`src/rtl/sched_pkg.sv`:
```
`default_nettype none

package sched_pkg;

  localparam int ENTRY_NUM   = 4;
  localparam int ENTRY_IDX_W = $clog2(ENTRY_NUM);
  localparam int RNID_W      = 4;
  localparam int PREG_NUM    = 1 << RNID_W;
  localparam int CMT_ID_W    = 3;
  localparam int CMT_NUM     = 1 << CMT_ID_W;  // instructions in flight
  localparam int DATA_W      = 16;

  typedef enum logic [1:0] {
    ADD = 2'd0,
    SUB = 2'd1,
    XOR = 2'd2,
    AND = 2'd3
  } op_t;

  typedef enum logic [1:0] {
    INIT   = 2'd0,  // free
    WAIT   = 2'd1,
    ISSUED = 2'd2,
    DONE   = 2'd3   // written back, not yet retired
  } sched_state_t;

  typedef struct packed {
    op_t               op;
    logic [RNID_W-1:0] rd;
    logic [RNID_W-1:0] rs1;
    logic              rs1_ready;
    logic [RNID_W-1:0] rs2;
    logic              rs2_ready;
  } disp_t;

  typedef struct packed {
    logic                valid;
    op_t                 op;
    logic [RNID_W-1:0]   rd;
    logic [RNID_W-1:0]   rs1;
    logic [RNID_W-1:0]   rs2;
    logic [CMT_ID_W-1:0] cmt_id;
  } issue_t;

  typedef struct packed {
    logic                valid;
    logic [RNID_W-1:0]   rd;
    logic [DATA_W-1:0]   data;
    logic [CMT_ID_W-1:0] cmt_id;
  } wb_t;

  typedef struct packed {
    logic                valid;
    logic [CMT_ID_W-1:0] cmt_id;
  } commit_t;

endpackage

`default_nettype wire
```
`src/rtl/sched_top.sv`:
```
`timescale 1ns/1ps
`default_nettype none

module sched_top (
  input  logic               i_clk,
  input  logic               i_reset_n,
  input  logic               i_disp_valid,
  input  sched_pkg::disp_t   i_disp,
  output logic               o_disp_ready,
  output sched_pkg::wb_t     o_wb,
  output sched_pkg::commit_t o_commit
);

  logic                           w_has_free;
  logic                           w_not_full;
  logic [sched_pkg::CMT_ID_W-1:0] w_alloc_id;
  logic [sched_pkg::CMT_ID_W-1:0] w_head_id;
  sched_pkg::issue_t              w_issue;
  logic [sched_pkg::RNID_W-1:0]   w_rs1;
  logic [sched_pkg::RNID_W-1:0]   w_rs2;
  logic [sched_pkg::DATA_W-1:0]   w_rs1_data;
  logic [sched_pkg::DATA_W-1:0]   w_rs2_data;

  assign o_disp_ready = w_has_free & w_not_full;

  issue_queue queue_i (
    .i_clk        (i_clk),
    .i_reset_n    (i_reset_n),
    .i_disp_valid (i_disp_valid),
    .i_disp       (i_disp),
    .i_disp_ready (o_disp_ready),
    .i_cmt_id     (w_alloc_id),
    .i_head_id    (w_head_id),
    .i_wb         (o_wb),
    .i_commit     (o_commit),
    .o_has_free   (w_has_free),
    .o_issue      (w_issue)
  );

  alu_pipe pipe_i (
    .i_clk      (i_clk),
    .i_reset_n  (i_reset_n),
    .i_issue    (w_issue),
    .i_rs1_data (w_rs1_data),
    .i_rs2_data (w_rs2_data),
    .o_rs1      (w_rs1),
    .o_rs2      (w_rs2),
    .o_wb       (o_wb)
  );

  phys_regfile regfile_i (
    .i_clk      (i_clk),
    .i_reset_n  (i_reset_n),
    .i_rs1      (w_rs1),
    .i_rs2      (w_rs2),
    .i_wb       (o_wb),
    .o_rs1_data (w_rs1_data),
    .o_rs2_data (w_rs2_data)
  );

  commit_unit commit_i (
    .i_clk      (i_clk),
    .i_reset_n  (i_reset_n),
    .i_alloc    (i_disp_valid & o_disp_ready),  // accepted dispatch
    .i_wb       (o_wb),
    .o_alloc_id (w_alloc_id),
    .o_head_id  (w_head_id),
    .o_not_full (w_not_full),
    .o_commit   (o_commit)
  );

endmodule

`default_nettype wire

```
`src/rtl/commit_unit.sv`:
```
`timescale 1ns/1ps
`default_nettype none

module commit_unit (
  input  logic                           i_clk,
  input  logic                           i_reset_n,
  input  logic                           i_alloc,
  input  sched_pkg::wb_t                 i_wb,
  output logic [sched_pkg::CMT_ID_W-1:0] o_alloc_id,
  output logic [sched_pkg::CMT_ID_W-1:0] o_head_id,
  output logic                           o_not_full,
  output sched_pkg::commit_t             o_commit
);

  // extra msb tells full from empty
  logic [sched_pkg::CMT_ID_W:0]    r_head;
  logic [sched_pkg::CMT_ID_W:0]    r_tail;
  logic [sched_pkg::CMT_NUM-1:0]   r_done;
  logic [sched_pkg::CMT_ID_W:0]    w_used;
  logic                            w_retire;

  assign o_alloc_id = r_tail[sched_pkg::CMT_ID_W-1:0];
  assign o_head_id  = r_head[sched_pkg::CMT_ID_W-1:0];
  assign w_used     = r_tail - r_head;
  assign o_not_full = (w_used != (sched_pkg::CMT_ID_W + 1)'(sched_pkg::CMT_NUM));
  assign w_retire   = r_done[o_head_id];

  assign o_commit.valid  = w_retire;
  assign o_commit.cmt_id = o_head_id;

  always_ff @(posedge i_clk or negedge i_reset_n) begin
    if (!i_reset_n) begin
      r_head <= '0;
      r_tail <= '0;
      r_done <= '0;
    end else begin
      if (i_alloc) r_tail <= r_tail + 1'b1;
      if (w_retire) begin
        r_head            <= r_head + 1'b1;
        r_done[o_head_id] <= 1'b0;
      end
      if (i_wb.valid) r_done[i_wb.cmt_id] <= 1'b1;
    end
  end

endmodule

`default_nettype wire

```
`src/rtl/phys_regfile.sv`:
```
`timescale 1ns/1ps
`default_nettype none

module phys_regfile (
  input  logic                         i_clk,
  input  logic                         i_reset_n,
  input  logic [sched_pkg::RNID_W-1:0] i_rs1,
  input  logic [sched_pkg::RNID_W-1:0] i_rs2,
  input  sched_pkg::wb_t               i_wb,
  output logic [sched_pkg::DATA_W-1:0] o_rs1_data,
  output logic [sched_pkg::DATA_W-1:0] o_rs2_data
);

  logic [sched_pkg::DATA_W-1:0] r_regs [sched_pkg::PREG_NUM];

  always_ff @(posedge i_clk or negedge i_reset_n) begin
    if (!i_reset_n) begin
      for (int i = 0; i < sched_pkg::PREG_NUM; i++) begin
        r_regs[i] <= sched_pkg::DATA_W'(i);  // reg n starts at n
      end
    end else if (i_wb.valid) begin
      r_regs[i_wb.rd] <= i_wb.data;
    end
  end

  assign o_rs1_data = r_regs[i_rs1];
  assign o_rs2_data = r_regs[i_rs2];

endmodule

`default_nettype wire

```
`src/rtl/alu_pipe.sv`:
```
`timescale 1ns/1ps
`default_nettype none

module alu_pipe (
  input  logic                         i_clk,
  input  logic                         i_reset_n,
  input  sched_pkg::issue_t            i_issue,
  input  logic [sched_pkg::DATA_W-1:0] i_rs1_data,
  input  logic [sched_pkg::DATA_W-1:0] i_rs2_data,
  output logic [sched_pkg::RNID_W-1:0] o_rs1,
  output logic [sched_pkg::RNID_W-1:0] o_rs2,
  output sched_pkg::wb_t               o_wb
);

  sched_pkg::issue_t            r_ex1;
  logic [sched_pkg::DATA_W-1:0] r_op1;
  logic [sched_pkg::DATA_W-1:0] r_op2;
  logic [sched_pkg::DATA_W-1:0] w_fwd1;
  logic [sched_pkg::DATA_W-1:0] w_fwd2;
  logic [sched_pkg::DATA_W-1:0] w_result;

  assign o_rs1 = i_issue.rs1;
  assign o_rs2 = i_issue.rs2;

  // regfile write lands next cycle, so bypass it
  assign w_fwd1 = (o_wb.valid && (o_wb.rd == i_issue.rs1)) ? o_wb.data : i_rs1_data;
  assign w_fwd2 = (o_wb.valid && (o_wb.rd == i_issue.rs2)) ? o_wb.data : i_rs2_data;

  always_ff @(posedge i_clk) begin
    r_op1 <= w_fwd1;
    r_op2 <= w_fwd2;
  end

  always_comb begin
    case (r_ex1.op)
      sched_pkg::ADD: w_result = r_op1 + r_op2;
      sched_pkg::SUB: w_result = r_op1 - r_op2;
      sched_pkg::XOR: w_result = r_op1 ^ r_op2;
      default:        w_result = r_op1 & r_op2;
    endcase
  end

  always_ff @(posedge i_clk or negedge i_reset_n) begin
    if (!i_reset_n) begin
      r_ex1 <= '0;
      o_wb  <= '0;
    end else begin
      r_ex1       <= i_issue;  // stage one
      o_wb.valid  <= r_ex1.valid;  // stage two is the writeback
      o_wb.rd     <= r_ex1.rd;
      o_wb.data   <= w_result;
      o_wb.cmt_id <= r_ex1.cmt_id;
    end
  end

endmodule

`default_nettype wire

```
`src/rtl/issue_queue.sv`:
```
`timescale 1ns/1ps
`default_nettype none

module issue_queue (
  input  logic                           i_clk,
  input  logic                           i_reset_n,
  input  logic                           i_disp_valid,
  input  sched_pkg::disp_t               i_disp,
  input  logic                           i_disp_ready,
  input  logic [sched_pkg::CMT_ID_W-1:0] i_cmt_id,
  input  logic [sched_pkg::CMT_ID_W-1:0] i_head_id,
  input  sched_pkg::wb_t                 i_wb,
  input  sched_pkg::commit_t             i_commit,
  output logic                           o_has_free,
  output sched_pkg::issue_t              o_issue
);

  logic [sched_pkg::ENTRY_NUM-1:0]   w_valid;
  logic [sched_pkg::ENTRY_NUM-1:0]   w_ready;
  logic [sched_pkg::ENTRY_NUM-1:0]   w_put;
  logic [sched_pkg::ENTRY_NUM-1:0]   w_picked;
  sched_pkg::issue_t                 w_entry [sched_pkg::ENTRY_NUM];
  logic [sched_pkg::CMT_ID_W-1:0]    w_cmt_id [sched_pkg::ENTRY_NUM];
  logic [sched_pkg::CMT_ID_W-1:0]    w_age [sched_pkg::ENTRY_NUM];
  logic [sched_pkg::ENTRY_IDX_W-1:0] w_free_idx;
  logic [sched_pkg::ENTRY_IDX_W-1:0] w_pick_idx;
  logic                              w_pick_valid;
  logic [sched_pkg::CMT_ID_W-1:0]    w_best_age;

  assign o_has_free = ~&w_valid;

  // lowest free slot wins
  always_comb begin
    w_free_idx = '0;
    for (int i = sched_pkg::ENTRY_NUM - 1; i >= 0; i--) begin
      if (!w_valid[i]) w_free_idx = sched_pkg::ENTRY_IDX_W'(i);
    end
  end

  // oldest ready relative to the commit head
  always_comb begin
    w_pick_valid = 1'b0;
    w_pick_idx   = '0;
    w_best_age   = '1;
    for (int i = 0; i < sched_pkg::ENTRY_NUM; i++) begin
      if (w_ready[i] && (!w_pick_valid || (w_age[i] < w_best_age))) begin
        w_pick_valid = 1'b1;
        w_pick_idx   = sched_pkg::ENTRY_IDX_W'(i);
        w_best_age   = w_age[i];
      end
    end
  end

  for (genvar g = 0; g < sched_pkg::ENTRY_NUM; g++) begin : g_entry
    assign w_put[g]    = i_disp_valid & i_disp_ready &
                         (w_free_idx == sched_pkg::ENTRY_IDX_W'(g));
    assign w_picked[g] = w_pick_valid & (w_pick_idx == sched_pkg::ENTRY_IDX_W'(g));
    assign w_age[g]    = w_cmt_id[g] - i_head_id;  // wraps mod 8

    sched_entry entry_i (
      .i_clk      (i_clk),
      .i_reset_n  (i_reset_n),
      .i_put      (w_put[g]),
      .i_cmt_id   (i_cmt_id),
      .i_put_data (i_disp),
      .i_wb       (i_wb),
      .i_commit   (i_commit),
      .i_picked   (w_picked[g]),
      .o_valid    (w_valid[g]),
      .o_ready    (w_ready[g]),
      .o_entry    (w_entry[g]),
      .o_cmt_id   (w_cmt_id[g])
    );
  end

  // the picked entry is ready, so its own valid is the issue valid
  assign o_issue = w_entry[w_pick_idx];

endmodule

`default_nettype wire

```
`src/rtl/sched_entry.sv`:
```
`timescale 1ns/1ps
`default_nettype none

module sched_entry (
  input  logic                           i_clk,
  input  logic                           i_reset_n,
  input  logic                           i_put,
  input  logic [sched_pkg::CMT_ID_W-1:0] i_cmt_id,
  input  sched_pkg::disp_t               i_put_data,
  input  sched_pkg::wb_t                 i_wb,
  input  sched_pkg::commit_t             i_commit,
  input  logic                           i_picked,
  output logic                           o_valid,
  output logic                           o_ready,
  output sched_pkg::issue_t              o_entry,
  output logic [sched_pkg::CMT_ID_W-1:0] o_cmt_id
);

  sched_pkg::sched_state_t          r_state;
  sched_pkg::disp_t                 r_inst;
  logic [sched_pkg::CMT_ID_W-1:0]   r_cmt_id;

  logic [sched_pkg::RNID_W-1:0] w_rs1;
  logic [sched_pkg::RNID_W-1:0] w_rs2;
  logic                         w_rs1_hit;
  logic                         w_rs2_hit;
  logic                         w_rs1_ready;
  logic                         w_rs2_ready;
  logic                         w_wb_done;
  logic                         w_commit_hit;

  // snoop with the incoming sources on the put cycle
  assign w_rs1 = i_put ? i_put_data.rs1 : r_inst.rs1;
  assign w_rs2 = i_put ? i_put_data.rs2 : r_inst.rs2;

  assign w_rs1_hit = i_wb.valid & (i_wb.rd == w_rs1);
  assign w_rs2_hit = i_wb.valid & (i_wb.rd == w_rs2);

  assign w_rs1_ready = r_inst.rs1_ready | w_rs1_hit;
  assign w_rs2_ready = r_inst.rs2_ready | w_rs2_hit;

  assign w_wb_done    = i_wb.valid & (i_wb.cmt_id == r_cmt_id);
  assign w_commit_hit = i_commit.valid & (i_commit.cmt_id == r_cmt_id);

  always_ff @(posedge i_clk) begin
    if (i_put && (r_state == sched_pkg::INIT)) begin
      r_inst           <= i_put_data;
      r_inst.rs1_ready <= i_put_data.rs1_ready | w_rs1_hit;
      r_inst.rs2_ready <= i_put_data.rs2_ready | w_rs2_hit;
      r_cmt_id         <= i_cmt_id;
    end else if (r_state == sched_pkg::WAIT) begin
      r_inst.rs1_ready <= w_rs1_ready;  // wakeup
      r_inst.rs2_ready <= w_rs2_ready;
    end
  end

  always_ff @(posedge i_clk or negedge i_reset_n) begin
    if (!i_reset_n) begin
      r_state <= sched_pkg::INIT;
    end else begin
      case (r_state)
        sched_pkg::INIT: begin
          if (i_put) r_state <= sched_pkg::WAIT;
        end
        sched_pkg::WAIT: begin
          if (i_picked) r_state <= sched_pkg::ISSUED;
        end
        sched_pkg::ISSUED: begin
          if (w_wb_done) r_state <= sched_pkg::DONE;
        end
        sched_pkg::DONE: begin
          if (w_commit_hit) r_state <= sched_pkg::INIT;  // slot freed
        end
        default: r_state <= sched_pkg::INIT;
      endcase
    end
  end

  assign o_valid  = (r_state != sched_pkg::INIT);
  assign o_ready  = (r_state == sched_pkg::WAIT) & w_rs1_ready & w_rs2_ready;
  assign o_cmt_id = r_cmt_id;

  always_comb begin
    o_entry.valid  = o_ready;
    o_entry.op     = r_inst.op;
    o_entry.rd     = r_inst.rd;
    o_entry.rs1    = r_inst.rs1;
    o_entry.rs2    = r_inst.rs2;
    o_entry.cmt_id = r_cmt_id;
  end

endmodule

`default_nettype wire

```
`config.mk`:
```
export PLATFORM = sky130hd
export DESIGN_NAME = sched_top
export DESIGN_NICKNAME = d
export VERILOG_FILES = /design/src/rtl/sched_pkg.sv /design/src/rtl/sched_top.sv /design/src/rtl/commit_unit.sv /design/src/rtl/phys_regfile.sv /design/src/rtl/alu_pipe.sv /design/src/rtl/issue_queue.sv /design/src/rtl/sched_entry.sv
export SDC_FILE = /design/constraint.sdc
export NUM_CORES = 1
export LEC_CHECK = 0
export BUFFER_PORTS_ARGS = -buffer_cell sky130_fd_sc_hd__buf_2
export CELL_PAD_IN_SITES_DETAIL_PLACEMENT = 0
export CELL_PAD_IN_SITES_GLOBAL_PLACEMENT = 1
export CORE_MARGIN = 2
export CORE_UTILIZATION = 46
export CTS_CLUSTER_SIZE = 25
export DETAILED_ROUTE_END_ITERATION = 6
export HOLD_SLACK_MARGIN = 0.02
export PLACE_DENSITY = 0.85
export SLEW_MARGIN = 20
export SYNTH_ARGS = -nofsm -noshare
export SYNTH_HDL_FRONTEND = slang
export SYNTH_SLANG_ARGS = --single-unit
```
`constraint.sdc`:
```
create_clock -name i_clk -period 8.51 [get_ports i_clk]
set_input_delay 0.4255 -clock i_clk [delete_from_list [all_inputs] [get_ports i_clk]]
set_output_delay 0.4255 -clock i_clk [all_outputs]
set_load 0.01 [all_outputs]
```
## After elaboration in Yosys (flattened, before gate mapping)

Cells that the tools add are included.

- Add/sub/neg operators: 9
- Magnitude comparators: 12
- Equal/unequal tests: 55
- Mux-type cells: 81
- Bitwise logic cells: 59
- Reduce and logical (&&, ||, !) cells: 39

Operators by type and width:

| kind | count |
|---|---|
| $bwmux 256 | 1 |
| $bmux 16 s4 | 2 |
| $mux 16 | 7 |
| $demux 16 s4 | 1 |
| $pmux 16 s3 | 1 |
| $mux 2 | 22 |
| $eq 4x4->1 | 10 |
| $bmux 18 s2 | 1 |
| $mux 18 | 2 |
| $and 1x1->1 | 34 |
| $mux 4 | 8 |
| $ne 2x2->1 const B | 16 |
| $pmux 2 s4 | 4 |
| $eq 2x2->1 const B | 13 |
| $eq 3x3->1 | 8 |
| $mux 1 | 24 |
| $reduce_and 4->1 | 5 |
| $add 16x16->16 | 1 |
| $and 16x16->16 | 1 |
| $mux 8 | 2 |
| $or 1x1->1 | 16 |
| $reduce_bool 2->1 | 8 |
| $sub 16x16->16 | 1 |
| $xor 16x16->16 | 1 |
| 23 further kinds | 66 |

- Register bits after elaboration: 422
- Input bits: 19
- Word-level logic and storage cells: 316

## Logic depth before layout (Yosys ltp)

Gate-level depths: netlist of run 1.

- Depth after elaboration: 35
- Depth in mapped cells: 45

## Modules after synthesis

From an unflattened synthesis of run 1, not the netlist that was laid out.

- Cells, all modules: 1,848
- Area, all modules: 24,033.0 µm²

By module, submodules not included:

| module | times used | cells each | area each (µm²) | seq. area each (µm²) |
|---|---|---|---|---|
| phys_regfile | 1 | 848 | 13,350.3 | 6,446.2 |
| sched_entry | 4 | 93 | 1,191.1 | 620.6 |
| alu_pipe | 1 | 333 | 3,606.0 | 1,491.4 |
| issue_queue | 1 | 195 | 1,312.5 | 0.0 |
| commit_unit | 1 | 98 | 987.2 | 400.4 |
| sched_top | 1 | 2 | 12.5 | 0.0 |

## Worst setup path before layout of run 1

Ideal clock, no wire load.

- Path type: register -> register
- Start: register commit_i.r_head[2] in the netlist's numbering
- End: register pipe_i.r_op2[0] in the netlist's numbering
- Setup time: 125 ps
- Data arrival time: 8,311 ps
- Data required time: 8,385 ps
- Path slack: 74 ps
- Cell stages (with the launch flop): 44
- Path buffers: 8
- Period minus slack after synthesis: 8,436 ps
- Cells stage by stage: dfrtp_1 buf_1 inv_1 ha_1 a21oi_1 nand3_2 nand4_2 nand3_1 o311a_1 and3_1 ha_1 a21o_1 a21o_1 o311a_1 nand2_1 nand2_1 o21ai_0 ha_1 [... 8 more ...] a21oi_1 ha_1 nand2_1 nand3b_1 or2_2 nor2_1 nand3_1 o311ai_2 o21a_1 buf_4 o31a_1 buf_4 o2111ai_1 or4_1 buf_2 buf_2 nor2_1 a31oi_1

- Word-level cells in the longest chain between the ends: 33
- Elaborated cells on any way between the ends: 84
- Those cells by class: 5 x add/sub; 3 x order compare; 10 x eq/ne; 24 x mux; 32 x bitwise; 10 x reduce/logical

Ends and longest elaborated chain:

| what | RTL line | text |
|---|---|---|
| start: declaration | commit_unit.sv:16 | `logic [sched_pkg::CMT_ID_W:0] r_head;` |
| start signal: assignment | commit_unit.sv:39 | `r_head <= r_head + 1'b1;` |
| $sub 4x4->4 | commit_unit.sv:24 | `assign w_used = r_tail - r_head;` |
| $ne 4x4->1 | commit_unit.sv:25 | `assign o_not_full = (w_used != (sched_pkg::CMT_ID_W + 1)'(sched_pkg::CMT_NUM));` |
| $and 1x1->1 | sched_top.sv:24 | `assign o_disp_ready = w_has_free & w_not_full;` |
| $and 1x1->1 (2 in series) | issue_queue.sv:55 | `assign w_put[g] = i_disp_valid & i_disp_ready &` |
| $mux 4 | sched_entry.sv:33 | `assign w_rs1 = i_put ? i_put_data.rs1 : r_inst.rs1;` |
| $eq 4x4->1 | sched_entry.sv:36 | `assign w_rs1_hit = i_wb.valid & (i_wb.rd == w_rs1);` |
| $and 1x1->1 | sched_entry.sv:36 |  |
| $or 1x1->1 | sched_entry.sv:39 | `assign w_rs1_ready = r_inst.rs1_ready \| w_rs1_hit;` |
| [... 15 more ...] | n/a |  |
| $not 2->3 (not written as such) (*) | issue_queue.sv:77 | `assign o_issue = w_entry[w_pick_idx];` |
| $bmux 18 s2 (*) | issue_queue.sv:77 |  |
| $mux 18 (not written as such) (*) (2 in series) | issue_queue.sv:77 |  |
| $not 4->5 (not written as such) | phys_regfile.sv:27 | `assign o_rs2_data = r_regs[i_rs2];` |
| $bmux 16 s4 | phys_regfile.sv:27 |  |
| $mux 16 (not written as such) (2 in series) | phys_regfile.sv:27 |  |
| $mux 16 (*) | alu_pipe.sv:27 | `assign w_fwd2 = (o_wb.valid && (o_wb.rd == i_issue.rs2)) ? o_wb.data : i_rs2_data;` |
| net pipe_i.w_fwd2, one bit | alu_pipe.sv:19 | `logic [sched_pkg::DATA_W-1:0] w_fwd2;` |
| end signal: assignment | alu_pipe.sv:31 | `r_op2 <= w_fwd2;` |
| end: declaration | alu_pipe.sv:17 | `logic [sched_pkg::DATA_W-1:0] r_op2;` |

Mark *: on every way through the listed nets, which the timed path passes. The rest lies on a longest branch. The select of a mux whose other input is x is not followed.
A chain may end at the register's enable or synchronous reset.

## Final worst setup path of run 1

- Start: register commit_i.r_tail[2] in the netlist's numbering
- End: register pipe_i.r_op1[13] in the netlist's numbering

- Word-level cells in the longest chain between the ends: 33
- Elaborated cells on any way between the ends: 80
- Those cells by class: 1 x add/sub; 3 x order compare; 10 x eq/ne; 24 x mux; 32 x bitwise; 10 x reduce/logical

Ends and longest elaborated chain:

| what | RTL line | text |
|---|---|---|
| start: declaration | commit_unit.sv:17 | `logic [sched_pkg::CMT_ID_W:0] r_tail;` |
| start signal: assignment | commit_unit.sv:37 | `if (i_alloc) r_tail <= r_tail + 1'b1;` |
| $sub 4x4->4 (*) | commit_unit.sv:24 |  |
| $ne 4x4->1 (*) | commit_unit.sv:25 |  |
| $and 1x1->1 (*) | sched_top.sv:24 |  |
| $and 1x1->1 (*) | issue_queue.sv:55 |  |
| $and 1x1->1 | issue_queue.sv:55 |  |
| $mux 4 | sched_entry.sv:33 |  |
| $eq 4x4->1 | sched_entry.sv:36 |  |
| $and 1x1->1 | sched_entry.sv:36 |  |
| [... 16 more ...] | n/a |  |
| $not 2->3 (not written as such) (*) | issue_queue.sv:77 |  |
| $bmux 18 s2 (*) | issue_queue.sv:77 |  |
| $mux 18 (not written as such) (*) (2 in series) | issue_queue.sv:77 |  |
| $not 4->5 (not written as such) | phys_regfile.sv:26 | `assign o_rs1_data = r_regs[i_rs1];` |
| $bmux 16 s4 | phys_regfile.sv:26 |  |
| $mux 16 (not written as such) (2 in series) | phys_regfile.sv:26 |  |
| $mux 16 (*) | alu_pipe.sv:26 | `assign w_fwd1 = (o_wb.valid && (o_wb.rd == i_issue.rs1)) ? o_wb.data : i_rs1_data;` |
| net pipe_i.w_fwd1, one bit | alu_pipe.sv:18 | `logic [sched_pkg::DATA_W-1:0] w_fwd1;` |
| end signal: assignment | alu_pipe.sv:30 | `r_op1 <= w_fwd1;` |
| end: declaration | alu_pipe.sv:16 | `logic [sched_pkg::DATA_W-1:0] r_op1;` |

Marked as above.

==> results of run 1 <==
stage by stage:
step	total power [mW]	hold slack, ps	area [sq um]	util, %
2_1_floorplan	8.46	130	23900	-
3_3_place_gp	10.3	335	25000	48.7
3_5_place_dp	10.5	337	25000	48.7
4_1_cts	12.6	24.5	26600	51.8
5_1_grt	13.7	32.2	26800	52.3
6_report	12.9	46.7	26800	52.3
registers in the layout (all words and copies together) (netlist names):
signal,flops
pipe_i.r_op2,16
queue_i.g_entry.entry_i.o_entry,56
commit_i.r_tail,4
commit_i.r_head,4
queue_i.g_entry.entry_i.o_cmt_id,12
pipe_i.r_ex1,10
queue_i.g_entry.entry_i.r_state,8
queue_i.g_entry.entry_i.r_inst,8
pipe_i.r_op1,16
regfile_i.r_regs,256
pipe_i.o_wb,24
commit_i.r_done,8
layout make-up:
cell class	count	share of cell area [%]
clock inverter	25	0.998
timing repair buffer	125	3.83
tap	680	3.17
sequential	422	40.3
clock buffer	63	4.87
inverter	55	0.770
multi-input combinational	1620	46.0
layout by cell type (no fill, tap or decap), types with 8 or more instances in the layout:
| cell type | n |
|---|---|
| a41oi_1 | 16 |
| a32oi_1 | 32 |
| clkinv_2 | 16 |
| o211ai_1 | 75 |
| nand3_1 | 48 |
| dfstp_2 | 32 |
| a21oi_1 | 71 |
| xor2_1 | 38 |
| inv_1 | 52 |
| nand4_1 | 11 |
| or2_2 | 8 |
| clkbuf_16 | 50 |
| nor3_1 | 13 |
| a221oi_1 | 8 |
| xnor2_1 | 47 |
| mux2i_1 | 131 |
| ha_1 | 67 |
| nand2_1 | 312 |
| dfxtp_1 | 32 |
| dfrtp_1 | 281 |
| buf_4 | 59 |
| or3_1 | 9 |
| o21ai_0 | 55 |
| buf_2 | 46 |
| clkbuf_1 | 10 |
| nand2b_1 | 18 |
| nor2_1 | 98 |
| nor2b_1 | 16 |
| a31oi_1 | 50 |
| mux2_2 | 302 |
| o31ai_1 | 17 |
| o22ai_1 | 30 |
| edfxtp_1 | 76 |
report_power, final:
part	total [mW]	internal, mW	switching, mW
Sequential	3.99	3.01	0.974
Clock	2.08	1.21	0.869
Combinational	6.87	2.92	3.95
Total	12.9	7.14	5.80
per-layer routing:
metal  global-route usage (%)  vias up  wire length (um)
met5                        0        -                33
met4                     11.9        4              3390
met3                     4.32      227              5310
met2                     43.1      805             33900
met1                     33.9     9294             29200
li1                         -     8249                 -
cells in the mapped netlist (18+ instances only):
cell,number
nand2_1,312
mux2_2,304
dfrtp_1,282
mux2i_1,134
nor2_1,107
clkbuf_1,94
edfxtp_1,76
o211ai_1,75
a21oi_1,72
ha_1,67
o21ai_0,56
inv_1,52
a31oi_1,50
nand3_1,48
xnor2_1,47
buf_2,42
xor2_1,38
a32oi_1,32
dfstp_2,32
dfxtp_1,32
o22ai_1,30
nand2b_1,19
o31ai_1,18
what timing repair did:
| item | 4_1_cts | 5_1_grt |
|---|---|---|
| setup endpoints to repair | 4 | 32 |
| cloned | 0 | 4 |
| gates resized for setup | 1 | 28 |
| endpoints found under the hold margin | 11 | 0 |
| buffers inserted | 0 | 4 |
| hold buffers | 1 | 0 |
| pin swaps | 0 | 2 |
final timing paths:
kind	end	slack, ps	cells past startpoint	start
hold reg to reg	pipe_i.o_wb[19]$_DFF_PN0_	320	0	pipe_i.r_ex1[11]$_DFF_PN0_
min in group asynchronous	regfile_i.r_regs[52]$_DFFE_PN0P_	310	2	i_reset_n
hold / removal	queue_i.g_entry[1].entry_i.o_entry[13]$_DFFE_PP_	50	1	i_disp[12]
setup / recovery	pipe_i.r_op1[13]$_DFF_P_	460	35	commit_i.r_tail[2]$_DFFE_PN0N_
max in group asynchronous	commit_i.r_tail[0]$_DFFE_PN0N_	6870	3	i_reset_n
setup reg to reg	pipe_i.r_op1[13]$_DFF_P_	460	35	commit_i.r_tail[2]$_DFFE_PN0N_
critical path, delay by kind of cell (launching register included):
family                     cells  cell delay, ps
AOI/OAI and AO/OA             16            3340
adders and majority gates      4            1260
buffers and inverters          1             230
DFF                            1             460
and+or+nand+nor               14            2590
cell families (layout without fill, tap and decap cells):
logic type | count (synthesis) | in the layout | share of synthesized area [%]
AOI/OAI and AO/OA | 439 | 439 | 12.8
xor gates and xnor gates | 86 | 86 | 3.19
adders and majority gates | 72 | 72 | 3.93
buffers and inverters | 218 | 268 | 3.87
DFF | 422 | 422 | 45.3
muxes | 442 | 443 | 20.2
and+or+nand+nor | 580 | 580 | 10.6
==> qor.csv, run 1 <==
metric,value,unit
Ports,48,
ys async rst share,74.4,%
layout cell share with drive strength beyond 1,25.4,%
worst slew pin tran,983,ps
ANT nets after route,0,
largest net degree at the start of global routing,133,
Port Buf Inserts,47,
Clock Pin Slew Worst Setup and Hold Paths,60,ps
Yosys top cell by area,dfrtp_1,
dominant cells by area after synthesis,"dfrtp_1 30%, mux2_2 14%, edfxtp_1 9.6%, mux2i_1 5.6%, nand2_1 4.9%",
Worst path slowest cell,or2_2,
GRT Resource Usage Total,26.2,%
clock root buffer,clkbuf_16,
Syn Nets,2350,
Vias,18579,
first-pass GRT wire length,109,mm
cell area after synthesis,23900,sq um
synth-to-layout area growth,12.3,%
TritonRoute pass-1 iters,6,
"slowest stage delay, CP",670,ps
critical path class,reg -> reg,
number of H-tree levels,2,
"EDFF count, synth",76,
CP Capture Type,flop,
CTS tree,built,
Pleak,11.3,nW
Final setup viols,0,
"Clk Latency, worst-skew pair",600,ps
final worst path period share,94.6,%
Post-DP HPWL,43.9,mm
Sequential Area,10800,sq um
max-slew violation count,0,
fillers,4559,
GR Overflow Total,0,
Synth warnings,0,
crit path launch type,flop,
TritonCTS buffer count,47,
setup_tns,0,ps
Nets,2362,
RePlAce Congestion,0.886,
Synth Area per Inst,10.6,sq um
drt total wl,71.8,mm
# DRC,0,
slew margin rel.,34.4,%
cell count after synthesis,2259,
ANT cells,0,
fmax,124,MHz
initial antenna violation count,2,
die area,53700,sq um
Fin Clk Skew,36.6,ps
Synth top area share,29.6,%
Crit Path Max Fanout,15,
FP Rows,83,
clock sink count,422,
"FF+latch count, synth",422,
DR vias/cell,6.21,
sequential area share after synthesis,45.3,%
outcome,finished clean,
max-cap viol count,0,
1st-iter DRT viols,2092,
maximum VDD drop,0.000245,V
wire per inst,24.0,um
dpl ws,-0.267,ps
final hold violation count,0,
initial core utilization,46.5,%
Setup WS post-layout,459,ps
multi-input logic area,12300,sq um
clk buf depth,3,
DIE WIDTH,232,um
Final min period,8050,ps
final std cells w/o fill,2990,
Synth Flop Type,dfrtp_1,
Die H,232,um
vias in the first global route,18643,
Hold WC Path Type,in -> reg,
WP data required,8950,ps
core area,51300,sq um
placed cell count,2892,
Yosys cell types,82,
CP arrival,8500,ps
cell area power density,482,nW/um^2
No activity file was read; power rests on OpenSTA's default activity.
==> run 2, diff against run 1 <==
--- a/config.mk
+++ b/config.mk
@@ -5,15 +5,16 @@
 export SDC_FILE = /design/constraint.sdc
 export NUM_CORES = 1
 export LEC_CHECK = 0
+export ABC_AREA = 1
 export BUFFER_PORTS_ARGS = -buffer_cell sky130_fd_sc_hd__buf_2
 export CELL_PAD_IN_SITES_DETAIL_PLACEMENT = 0
 export CELL_PAD_IN_SITES_GLOBAL_PLACEMENT = 1
 export CORE_MARGIN = 2
-export CORE_UTILIZATION = 46
+export CORE_UTILIZATION = 43
 export CTS_CLUSTER_SIZE = 25
 export DETAILED_ROUTE_END_ITERATION = 6
 export HOLD_SLACK_MARGIN = 0.02
-export PLACE_DENSITY = 0.85
+export PLACE_DENSITY = 0.86
 export SLEW_MARGIN = 20
 export SYNTH_ARGS = -nofsm -noshare
 export SYNTH_HDL_FRONTEND = slang
==> qor.csv, run 2 <==
metric,value,unit
GRT Resource Usage Total,26.8,%
clock sink count,422,
Synth Area per Inst,7.26,sq um
Synth warnings,0,
fillers,5612,
fin area,27300,sq um
Yosys cell types,54,
1st-iter DRT viols,2528,
GR Overflow Total,0,
"Clk Latency, worst-skew pair",600,ps
Clock Pin Slew Worst Setup and Hold Paths,60,ps
CTS tree,built,
cell count after synthesis,3410,
wire per inst,19.1,um
Setup WS post-layout,816,ps
most frequent cells in the layout,"1083 x nand2_1, 556 x nand3_1, 424 x inv_1",
Pwr Total,4.31,mW
Fin Clk Skew,26.1,ps
number of H-tree levels,2,
RR Endpoint,pipe_i.r_op2[9]$_DFF_P_,
worst r2r path cells,51,
drt total wl,79.3,mm
Post-DP HPWL,49.7,mm
max-cap viol count,0,
dominant cells by area after synthesis,"dfrtp_1 29%, nand2_1 16%, nand3_1 11%, edfxtp_1 9.2%, o21ai_0 6.8%",
RePlAce Congestion,0.879,
Commonest cells post-synth,"1086 x nand2_1, 559 x nand3_1, 424 x inv_1, 338 x o21ai_0, 282 x dfrtp_1",
worst hold path depth,1,
largest net degree at the start of global routing,150,
TritonRoute pass-1 iters,6,
max-slew violation count,0,
slew margin rel.,24.2,%
Port Buf Inserts,47,
placed cell areas,25500,sq um
crit path launch type,flop,
top-count cell post-synth,nand2_1,
sequential area share after synthesis,43.7,%
outcome,finished clean,
Setup crit end,pipe_i.r_op2[9]$_DFF_P_,
CP Capture Type,flop,
setup_tns,0,ps
initial core utilization,43.7,%
Syn Nets,3501,
clock root buffer,clkbuf_16,
TritonCTS buffer count,50,
Synth Flop Type,dfrtp_1,
Worst R2R Start,commit_i.r_head[1]$_DFFE_PN0P_,
core area,56700,sq um
synth-to-layout area growth,10.2,%
Ports,48,
cell area after synthesis,24800,sq um
final worst path period share,90.4,%
fmax,130,MHz
DR vias/cell,5.37,
R2R setup slack,820,ps
ANT cells,0,
Synth top area share,28.5,%
ys async rst share,74.4,%
Largest register FFs,256,
"most used cell, CP",nand2_1,
worst hold slack,46.1,ps
cell area power density,158,nW/um^2
FP Rows,87,
critical path class,reg -> reg,
final hold violation count,0,
Vias,22296,
"commonest non-fill, non-tap cell in the layout",nand2_1,
Nets,3445,
Sequential Area,10800,sq um
multi-input logic area,11500,sq um
Final setup viols,0,
"EDFF count, synth",76,
placed cell count,4052,
Worst path slowest cell,dfrtp_1,
Crit Path Max Fanout,21,
dpl ws,165,ps
WP data required,9000,ps
clk buf depth,3,
initial antenna violation count,0,
CP arrival,8190,ps
Hold WC Path Type,in -> reg,
die area,59500,sq um
Yosys top cell by area,dfrtp_1,
Final Util,48.1,%
vias in the first global route,21125,
final std cells w/o fill,4150,
"FF+latch count, synth",422,
Top reg by flops,regfile_i.r_regs,
Pleak,13.3,nW
# DRC,0,
Die H,244,um
ANT nets after route,0,
Final min period,7690,ps
layout cell share with drive strength beyond 1,7.81,%
first-pass GRT wire length,125,mm
worst slew pin tran,1130,ps
DIE WIDTH,244,um
maximum VDD drop,0.000221,V
"slowest stage delay, CP",480,ps
Critical Path Start,commit_i.r_head[1]$_DFFE_PN0P_,
unrepaired setup endpoints after global routing,false,
==> run 2: repair_timing <==
item / in CTS / in global routing
hold buffers: 1 / 0
endpoints found under the hold margin: 93 / 0
endpoints found under the setup margin: 0 / 32
setup buffers: 0 / 4
resized for setup: 0 / 3
==> run 2: layout make-up <==
type | count | share of cell area, %
clock inverter | 25 | 1.05
timing repair buffer | 93 | 2.75
tap | 756 | 3.47
inverter | 437 | 6.03
sequential | 422 | 39.6
clock buffer | 67 | 5.08
multi-input combinational | 2350 | 42.0
==> run 2: cells by family (layout without fill, tap and decap cells) <==
group | Yosys count | after routing | share of synthesized area (%)
muxes | 3 | 3 | 0.126
AOI/OAI and AO/OA | 436 | 436 | 9.36
adders and majority gates | 72 | 72 | 3.79
DFF | 422 | 422 | 43.7
buffers and inverters | 638 | 622 | 10.5
and+or+nand+nor | 1799 | 1799 | 31.1
xor gates and xnor gates | 40 | 40 | 1.41
==> run 2: per-layer routing <==
metal	track usage, %	share of wire (%)
met5	0	0
met2	41.5	44
met3	4.36	8.2
met4	10.3	3.8
met1	37.7	44
==> run 2: where the power goes <==
part / switching, mW / internal, mW
combinational: 0.0389 / 0.00527
clock: 0.910 / 1.30
sequential: 0 / 2.05
==> run 2: worst min-delay path by stage <==
stage,end,start
floorplan,commit_i.r_done[0]$_DFF_PN0_,i_reset_n
global placement,pipe_i.o_wb[21]$_DFF_PN0_,pipe_i.r_ex1[13]$_DFF_PN0_
detailed placement,pipe_i.o_wb[21]$_DFF_PN0_,pipe_i.r_ex1[13]$_DFF_PN0_
CTS,queue_i.g_entry[1].entry_i.o_entry[12]$_DFFE_PP_,i_disp[11]
global route,queue_i.g_entry[2].entry_i.o_entry[12]$_DFFE_PP_,i_disp[11]
finish,queue_i.g_entry[1].entry_i.o_entry[14]$_DFFE_PP_,i_disp[13]
==> run 2: critical path: cells and delay by family (launching register included) <==
| family | cells | cell delay [ps] |
|---|---|---|
| compound gates | 5 | 900 |
| fa+ha+maj | 4 | 1170 |
| buf+inv | 8 | 1280 |
| flops | 1 | 480 |
| simple gates | 34 | 3660 |
